===== src/source/sieve_pkg.sv =====
`default_nettype none

package sieve_pkg;

  //////////////////////////////
  // widths

  typedef logic [15:0]  num_t;      // candidate, prime or latency count
  typedef logic [26:0]  mem_addr_t; // byte address on the app port
  typedef logic [127:0] mem_data_t; // one data beat
  typedef logic [15:0]  bcd_t;      // four bcd digits

  // number n sits at byte address n << SLOT_SHIFT
  localparam int SLOT_SHIFT = 8;

  //////////////////////////////
  // memory app port

  typedef enum logic [2:0] {
    cmd_write = 3'd0,
    cmd_read  = 3'd1
  } mem_cmd_e;

  typedef struct packed {
    logic      en;
    mem_cmd_e  cmd;
    mem_addr_t addr;
  } mem_req_t;

  typedef struct packed {
    logic      wren;
    logic      last;  // end of burst, always one beat here
    mem_data_t data;
  } mem_wdata_t;

  typedef struct packed {
    logic      rdy;       // command accepted when en is also high
    logic      wdf_rdy;   // write beat accepted when wren is also high
    logic      rd_valid;
    mem_data_t rd_data;
  } mem_rsp_t;

endpackage

`default_nettype wire


===== src/source/sieve_engine.sv =====
`timescale 1ns/1ns
`default_nettype none

module sieve_engine #(
  parameter int NUM_MAX = 10000
) (
  input  wire                      ui_clk,
  input  wire                      rst_in,
  input  wire sieve_pkg::mem_rsp_t mem_rsp,
  output sieve_pkg::mem_req_t      sieve_req,
  output sieve_pkg::mem_wdata_t    sieve_wdata,
  output logic                     sieve_done
);
  import sieve_pkg::*;

  typedef enum logic [3:0] {
    st_boot,
    st_prep,
    st_fill_data,  // beat carrying n
    st_fill_cmd,   // write command for slot n
    st_rd_cmd,     // read candidate p
    st_rd_wait,
    st_mark_data,  // zero beat
    st_mark_cmd,   // write command for a multiple of p
    st_done
  } state_e;

  state_e state;
  num_t   num_wr;      // slot being written
  num_t   num_rd;      // current candidate p
  num_t   first_mult;  // 2p
  num_t   next_mult;   // next multiple after num_wr

  assign first_mult = num_rd << 1;
  assign next_mult  = num_wr + num_rd;

  //////////////////////////////
  // fill and mark sequence

  always_ff @(posedge ui_clk) begin
    if (rst_in) begin
      state <= st_boot;
    end else begin
      case (state)
        st_boot: state <= st_prep;
        st_prep: begin
          state  <= st_fill_data;
          num_wr <= num_t'(2);
        end
        st_fill_data: begin
          if (mem_rsp.wdf_rdy) begin
            state <= st_fill_cmd;
          end
        end
        st_fill_cmd: begin
          if (mem_rsp.rdy) begin
            if (num_wr < NUM_MAX) begin
              state  <= st_fill_data;
              num_wr <= num_wr + num_t'(1);
            end else begin
              state  <= st_rd_cmd;  // table full, start marking
              num_rd <= num_t'(2);
            end
          end
        end
        st_rd_cmd: begin
          if (mem_rsp.rdy) begin
            state <= st_rd_wait;
          end
        end
        st_rd_wait: begin
          if (mem_rsp.rd_valid) begin
            if (mem_rsp.rd_data != '0 && first_mult <= NUM_MAX) begin
              state  <= st_mark_data;  // p survived, strike its multiples
              num_wr <= first_mult;
            end else if (num_rd < NUM_MAX) begin
              state  <= st_rd_cmd;
              num_rd <= num_rd + num_t'(1);
            end else begin
              state <= st_done;
            end
          end
        end
        st_mark_data: begin
          if (mem_rsp.wdf_rdy) begin
            state <= st_mark_cmd;
          end
        end
        st_mark_cmd: begin
          if (mem_rsp.rdy) begin
            if (next_mult <= NUM_MAX) begin
              state  <= st_mark_data;
              num_wr <= next_mult;
            end else if (num_rd < NUM_MAX) begin
              state  <= st_rd_cmd;
              num_rd <= num_rd + num_t'(1);
            end else begin
              state <= st_done;
            end
          end
        end
        st_done: state <= st_done;  // parked until reset
        default: state <= st_boot;
      endcase
    end
  end

  //////////////////////////////
  // port drive, decoded from state

  always_comb begin
    sieve_req   = '{en: 1'b0, cmd: cmd_write, addr: '0};
    sieve_wdata = '{wren: 1'b0, last: 1'b0, data: '0};
    case (state)
      st_fill_data: begin
        sieve_wdata.wren = 1'b1;
        sieve_wdata.last = 1'b1;
        sieve_wdata.data = mem_data_t'(num_wr);
      end
      st_mark_data: begin
        sieve_wdata.wren = 1'b1;
        sieve_wdata.last = 1'b1;  // data stays zero
      end
      st_fill_cmd, st_mark_cmd: begin
        sieve_req.en   = 1'b1;
        sieve_req.addr = mem_addr_t'(num_wr) << SLOT_SHIFT;
      end
      st_rd_cmd: begin
        sieve_req.en   = 1'b1;
        sieve_req.cmd  = cmd_read;
        sieve_req.addr = mem_addr_t'(num_rd) << SLOT_SHIFT;
      end
      default: ;
    endcase
  end

  assign sieve_done = (state == st_done);

endmodule

`default_nettype wire


===== src/source/prime_walker.sv =====
`timescale 1ns/1ns
`default_nettype none

module prime_walker #(
  parameter int NUM_MAX     = 10000,
  parameter int STEP_CYCLES = 2**24
) (
  input  wire                        ui_clk,
  input  wire                        rst_in,
  input  wire                        sieve_done,
  input  wire sieve_pkg::mem_req_t   sieve_req,
  input  wire sieve_pkg::mem_wdata_t sieve_wdata,
  input  wire sieve_pkg::mem_rsp_t   mem_rsp,
  input  wire                        hold,
  input  wire                        restart,
  output sieve_pkg::mem_req_t        mem_req,
  output sieve_pkg::mem_wdata_t      mem_wdata,
  output sieve_pkg::num_t            prime,
  output sieve_pkg::num_t            latency
);
  import sieve_pkg::*;

  localparam int TICK_W = $clog2(STEP_CYCLES + 1);
  localparam mem_wdata_t IDLE_BEAT = '{wren: 1'b0, last: 1'b0, data: '0};

  typedef enum logic [1:0] {
    wk_idle,
    wk_read,
    wk_wait
  } walk_e;

  walk_e             state;
  logic [TICK_W-1:0] tick_cnt;
  logic              tick;
  num_t              pos;       // last number looked at
  num_t              pos_next;
  num_t              lat_cnt;
  mem_req_t          walk_req;

  // free-running step timer from reset
  assign tick = (tick_cnt == TICK_W'(STEP_CYCLES - 1));

  always_ff @(posedge ui_clk) begin
    if (rst_in || tick) begin
      tick_cnt <= '0;
    end else begin
      tick_cnt <= tick_cnt + 1'b1;
    end
  end

  assign pos_next = (pos >= NUM_MAX) ? num_t'(2) : pos + num_t'(1);  // wrap to 2

  //////////////////////////////
  // walk fsm

  always_ff @(posedge ui_clk) begin
    if (rst_in) begin
      state   <= wk_idle;
      pos     <= num_t'(1);  // first step lands on 2
      prime   <= '0;
      latency <= '0;
    end else begin
      case (state)
        wk_idle: begin
          if (sieve_done && tick && !hold) begin
            state   <= wk_read;
            pos     <= pos_next;
            lat_cnt <= '0;
          end else if (restart) begin
            pos <= num_t'(2);
          end
        end
        wk_read: begin
          lat_cnt <= lat_cnt + num_t'(1);
          if (mem_rsp.rdy) begin
            state <= wk_wait;
          end
        end
        wk_wait: begin
          lat_cnt <= lat_cnt + num_t'(1);
          if (mem_rsp.rd_valid) begin
            if (mem_rsp.rd_data == '0) begin
              state <= wk_read;  // composite, keep searching
              pos   <= pos_next;
            end else begin
              state   <= wk_idle;
              prime   <= pos;
              latency <= lat_cnt + num_t'(1);  // includes the rd_valid cycle
            end
          end
        end
        default: state <= wk_idle;
      endcase
    end
  end

  //////////////////////////////
  // port handover

  assign walk_req = '{
    en:   (state == wk_read),
    cmd:  cmd_read,
    addr: mem_addr_t'(pos) << SLOT_SHIFT
  };

  assign mem_req   = sieve_done ? walk_req : sieve_req;
  assign mem_wdata = sieve_done ? IDLE_BEAT : sieve_wdata;  // walker never writes

endmodule

`default_nettype wire


===== src/source/bcd_converter.sv =====
`timescale 1ns/1ns
`default_nettype none

module bcd_converter #(
  parameter int W = 16
) (
  input  wire  [W-1:0]         bin,
  output logic [W+(W-4)/3:0]   bcd
);

  localparam int BCD_W  = W + (W - 4) / 3 + 1;
  localparam int DIGITS = (BCD_W + 3) / 4;

  logic [4*DIGITS-1:0] acc;  // digit accumulator, msb first shift

  // shift-and-add-3, one input bit per pass
  always_comb begin
    acc = '0;
    for (int i = W - 1; i >= 0; i--) begin
      for (int d = 0; d < DIGITS; d++) begin
        if (acc[4*d +: 4] > 4'd4) begin
          acc[4*d +: 4] = acc[4*d +: 4] + 4'd3;
        end
      end
      acc = {acc[4*DIGITS-2:0], bin[i]};
    end
  end

  assign bcd = acc[BCD_W-1:0];

endmodule

`default_nettype wire


===== src/source/segment_scanner.sv =====
`timescale 1ns/1ns
`default_nettype none

module segment_scanner #(
  parameter int SCAN_CYCLES = 100000
) (
  input  wire                  ui_clk,
  input  wire                  rst_in,
  input  wire sieve_pkg::bcd_t upper,  // digits 7..4
  input  wire sieve_pkg::bcd_t lower,  // digits 3..0
  output logic [6:0]           cat,
  output logic [7:0]           an
);

  localparam int DWELL_W = $clog2(SCAN_CYCLES + 1);

  logic [7:0]         digit_sel;  // one-hot, bit 0 = rightmost digit
  logic [DWELL_W-1:0] dwell_cnt;
  logic [31:0]        digits;
  logic [3:0]         nibble;
  logic [6:0]         seg;        // active high, bit 0 = a ... bit 6 = g

  assign digits = {upper, lower};

  always_ff @(posedge ui_clk) begin
    if (rst_in) begin
      digit_sel <= 8'b0000_0001;
      dwell_cnt <= '0;
    end else if (dwell_cnt == DWELL_W'(SCAN_CYCLES)) begin
      dwell_cnt <= '0;
      digit_sel <= {digit_sel[6:0], digit_sel[7]};
    end else begin
      dwell_cnt <= dwell_cnt + 1'b1;
    end
  end

  // pick the nibble under the active anode
  always_comb begin
    nibble = '0;
    for (int i = 0; i < 8; i++) begin
      if (digit_sel[i]) begin
        nibble = nibble | digits[4*i +: 4];
      end
    end
  end

  //////////////////////////////
  // hex segment table

  always_comb begin
    case (nibble)
      4'h0: seg = 7'h3f;
      4'h1: seg = 7'h06;
      4'h2: seg = 7'h5b;
      4'h3: seg = 7'h4f;
      4'h4: seg = 7'h66;
      4'h5: seg = 7'h6d;
      4'h6: seg = 7'h7d;
      4'h7: seg = 7'h07;
      4'h8: seg = 7'h7f;
      4'h9: seg = 7'h6f;
      4'ha: seg = 7'h77;
      4'hb: seg = 7'h7c;
      4'hc: seg = 7'h39;
      4'hd: seg = 7'h5e;
      4'he: seg = 7'h79;
      default: seg = 7'h71;  // f
    endcase
  end

  assign cat = ~seg;        // board drives low to light
  assign an  = ~digit_sel;

endmodule

`default_nettype wire


===== src/source/prime_lookup_top.sv =====
`timescale 1ns/1ns
`default_nettype none

module prime_lookup_top #(
  parameter int NUM_MAX     = 10000,
  parameter int STEP_CYCLES = 2**24,
  parameter int SCAN_CYCLES = 100000
) (
  input  wire                      ui_clk,
  input  wire                      rst_in,
  input  wire                      hold,
  input  wire                      restart,
  input  wire sieve_pkg::mem_rsp_t mem_rsp,
  output sieve_pkg::mem_req_t      mem_req,
  output sieve_pkg::mem_wdata_t    mem_wdata,
  output sieve_pkg::num_t          prime,
  output sieve_pkg::num_t          latency,
  output logic                     sieve_done,
  output logic [6:0]               cat,
  output logic [7:0]               an
);
  import sieve_pkg::*;

  localparam int NUM_W  = $bits(num_t);
  localparam int BCD_FW = NUM_W + (NUM_W - 4) / 3 + 1;  // full converter width

  mem_req_t          sieve_req;
  mem_wdata_t        sieve_wdata;
  logic [BCD_FW-1:0] prime_bcd_full;
  logic [BCD_FW-1:0] latency_bcd_full;
  bcd_t              prime_bcd;
  bcd_t              latency_bcd;

  //////////////////////////////
  // memory side

  sieve_engine #(.NUM_MAX(NUM_MAX)) sieve (
    .ui_clk      (ui_clk),
    .rst_in      (rst_in),
    .mem_rsp     (mem_rsp),
    .sieve_req   (sieve_req),
    .sieve_wdata (sieve_wdata),
    .sieve_done  (sieve_done)
  );

  prime_walker #(.NUM_MAX(NUM_MAX), .STEP_CYCLES(STEP_CYCLES)) walker (
    .ui_clk      (ui_clk),
    .rst_in      (rst_in),
    .sieve_done  (sieve_done),
    .sieve_req   (sieve_req),
    .sieve_wdata (sieve_wdata),
    .mem_rsp     (mem_rsp),
    .hold        (hold),
    .restart     (restart),
    .mem_req     (mem_req),
    .mem_wdata   (mem_wdata),
    .prime       (prime),
    .latency     (latency)
  );

  //////////////////////////////
  // display side

  bcd_converter #(.W(NUM_W)) prime_conv (.bin(prime), .bcd(prime_bcd_full));
  bcd_converter #(.W(NUM_W)) latency_conv (.bin(latency), .bcd(latency_bcd_full));

  assign prime_bcd   = prime_bcd_full[15:0];    // four digits shown
  assign latency_bcd = latency_bcd_full[15:0];

  segment_scanner #(.SCAN_CYCLES(SCAN_CYCLES)) scanner (
    .ui_clk (ui_clk),
    .rst_in (rst_in),
    .upper  (latency_bcd),
    .lower  (prime_bcd),
    .cat    (cat),
    .an     (an)
  );

endmodule

`default_nettype wire


===== config.mk =====
export PLATFORM = sky130hd
export DESIGN_NAME = prime_lookup_top
export DESIGN_NICKNAME = d
export VERILOG_FILES = /design/src/source/sieve_pkg.sv /design/src/source/sieve_engine.sv /design/src/source/prime_walker.sv /design/src/source/bcd_converter.sv /design/src/source/segment_scanner.sv /design/src/source/prime_lookup_top.sv
export SDC_FILE = /design/constraint.sdc
export NUM_CORES = 1
export LEC_CHECK = 0
export ABC_CLOCK_PERIOD_IN_PS = 26900
export BUFFER_PORTS_ARGS = -buffer_cell sky130_fd_sc_hd__buf_2
export CAP_MARGIN = 20
export CORE_MARGIN = 3
export CORE_UTILIZATION = 35
export DETAILED_ROUTE_END_ITERATION = 10
export GPL_ROUTABILITY_DRIVEN = 0
export PLACE_DENSITY = 0.5
export SLEW_MARGIN = 30
export SYNTH_ARGS = -nofsm -noshare
export SYNTH_HDL_FRONTEND = slang
export SYNTH_HIERARCHICAL = 1
export SYNTH_SLANG_ARGS = --single-unit

===== constraint.sdc =====
create_clock -name ui_clk -period 26.9 [get_ports ui_clk]
set_input_delay 4.035 -clock ui_clk [delete_from_list [all_inputs] [get_ports ui_clk]]
set_output_delay 4.035 -clock ui_clk [all_outputs]
set_load 0.02 [all_outputs]

==> key figures <==
Final layout
  • Area Overhead vs Synth: 6.76%
  • # fillers: 6689
  • Final core utilization: 38.2%
  • Layout Nets: 3360
  • Final Cell Area: 24400 sq um
  • Share of cells above drive strength 1: 14.7%
  • Number of antenna repair diodes: 0

Critical path
  • Largest fanout on the critical path: 38
  • Critical Path Start: walker/latency[13]$_SDFFE_PP0P_
  • Crit path required time: 22.86 ns
  • Buf+Inv Stages, Crit Path: 5
  • Slowest CP cell: nand3_1
  • Reg2reg end: sieve/num_wr[0]$_DFFE_PP_
  • Worst EP arrival: 12.38 ns
  • Crit path depth: 46
  • Critical Path End: cat[0]
  • Worst R2R Start: sieve/num_wr[0]$_DFFE_PP_
  • Critical path launch point type: register
  • Worst R2R Setup Slack: 22.37 ns
  • R2R cell count: 12
  • Crit path kind: reg -> out
  • Worst path max stage delay: 0.62 ns
  • Crit path top cell by count: ha_1
  • Crit path max-delay family: compound AO/OA/AOI/OAI gates
  • Worst Setup End Kind: output pin

Timing
  • Fin crit share: 61.0%
  • Tmin final: 16.42 ns
  • Worst slew margin: 33.8%
  • Fmax: 0.0609 GHz
  • Sum Neg Setup Slack: 0 ns
  • Final Skew: 0.0183 ns
  • Least-Margin Pin Slew: 0.993 ns
  • Hold violation count in the final report: 0
  • Final Setup Violations: 0
  • RSZ-0062 raised after global routing: no
  • Slew Viols, Final: 0
  • WHS: 0.469 ns

Die
  • Row Count: 92
  • Die H: 261 microns
  • Top Ports: 344
  • Initial Util: 35.8%
  • Chip width: 261 microns
  • Full die area: 68300 sq um
  • CORE AREA: 63800 sq um

CTS
  • Post-CTS Hold Buffers: 0
  • CTS resizes: 0
  • Setup Fix Bufs, Post-CTS: 0
  • CTS sink cnt: 152
  • H-tree Lvls: 4
  • Number of CTS-inserted buffers: 17
  • Max clock buf depth: 2
  • Root Driver: clkbuf_16
  • Clk_lat worst skew: 0.44 ns
  • Reg clk slew, reported paths: 0.07 ns
  • Clock tree from TritonCTS: done

Placed design
  • I/O Buffers: 218
  • Dpl hpwl: 54500 microns
  • Area of placed instances: 23800 sq um

Routing
  • DRC viols: 0
  • Total iterations of the first detailed-routing run: 6
  • Vias: 23200
  • Drt total wl: 71500 microns
  • Post-route ant nets: 0
  • 1st-iter DRT viols: 2878
  • DR vias/cell: 5.81
  • WL/cell: 17.9 microns

Power
  • P per Cell Area: 23.3 nW/um^2
  • Leak: 9.25 nW
  • Max IR drop VDD: 57.9 uV
  • Post-route total power: 0.569 mW

GRT
  • GRT Util Overall: 20.1%
  • Largest net degree at the start of global routing: 114
  • First-pass GRT wire length: 115000 microns
  • Antenna violations before repair: 0
  • Vias in the first global route: 21600
  • Total gr overflow: 0

Run
  • Max Cap Violations: 0

Yosys
  • Yosys warnings: 6
  • Synthesized instance count: 3060
  • Synth Area per Inst: 7.46 sq um
  • Mapped Area: 22800 sq um

Run status
  • Status: finished, final reports clean

Worst hold path
  • HP Class: reg -> reg
  • Worst hold start: walker/tick_cnt[0]$_SDFF_PP0_
through the flow:
step | instances | worst slack, ns
global placement | 3959 | 11.22
floorplan | 3184 | 13.03
global route | 3991 | 9.46
detailed placement | 3959 | 10.93
CTS | 3991 | 10.40
finish | 3991 | 10.48
layout by cell type (no fill, tap or decap), types with 22 or more instances in the layout:
cell type,instances
ha_1,92
xor2_1,46
and3_1,41
nor2b_1,171
o21ai_1,22
xnor2_1,94
o21ai_0,117
buf_2,218
conb_1,125
o211ai_1,39
a21oi_1,137
inv_1,122
nor3_1,106
or3_1,24
buf_4,22
o22ai_1,24
dfxtp_1,104
o31ai_1,22
mux2_2,43
a22oi_1,40
and2_1,43
nor4_1,98
nand2_1,199
a31oi_1,29
a211oi_1,54
nand3_1,119
mux2i_1,78
edfxtp_1,48
nand4_1,68
nor2_1,281
state kept, by name (all words and copies together) (netlist names):
name               flops
scanner/digit_sel      8
scanner/dwell_cnt     17
sieve/num_rd          16
sieve/num_wr          16
sieve/state            4
walker/lat_cnt        16
walker/latency        16
walker/pos            16
walker/prime          16
walker/state           2
walker/tick_cnt       25
worst reg2reg max path, stage by stage, from the launching register on:
cell,delay [ns]
edfxtp_1,0.54
ha_1,0.25
inv_1,0.06
fa_1,0.43
nor2b_4,0.14
o31a_1,0.22
o211ai_1,0.11
o21ai_0,0.48
a311oi_1,0.21
xnor2_1,0.20
or3b_2,0.48
o21ai_2,0.20
and3_1,0.83
power by group:
| part | internal [mW] | switching [mW] | leakage [nW] |
|---|---|---|---|
| combinational | 0.0265 | 0.0493 | 7.63 |
| sequential | 0.238 | 0.00531 | 1.32 |
| clock | 0.133 | 0.116 | 0.293 |
| total | 0.398 | 0.170 | 9.25 |
how the worst min path moves through the flow:
stage,endpoint,depth (start not counted),slack [ns]
6_report,walker/tick_cnt[0]$_SDFF_PP0_,1,0.47
3_3_place_gp,walker/tick_cnt[0]$_SDFF_PP0_,1,0.45
4_1_cts,walker/tick_cnt[0]$_SDFF_PP0_,1,0.47
5_1_grt,walker/tick_cnt[0]$_SDFF_PP0_,1,0.51
3_5_place_dp,walker/tick_cnt[0]$_SDFF_PP0_,1,0.46
2_1_floorplan,walker/tick_cnt[0]$_SDFF_PP0_,1,0.43
layer usage:
metal / vias to the layer above / track usage [%] / wire (microns)
li1: 11300 / - / -
met1: 11000 / 27.7 / 33200
met2: 805 / 33.7 / 33700
met3: 81 / 2.25 / 3570
met4: 0 / 4.13 / 1070
met5: - / 0 / 0
area by class of cell:
class / count / area (sq um) / share of cell area (%)
Sequential cell: 152 / 3520 / 14.5
Clock buffer: 17 / 425 / 1.75
Clock inverter: 15 / 171 / 0.704
Inverter: 127 / 479 / 1.97
Tap cell: 846 / 1060 / 4.34
Timing Repair Buffer: 241 / 1270 / 5.20
Multi-Input combinational cell: 2593 / 17400 / 71.6
No activity file was read; power rests on OpenSTA's default activity.
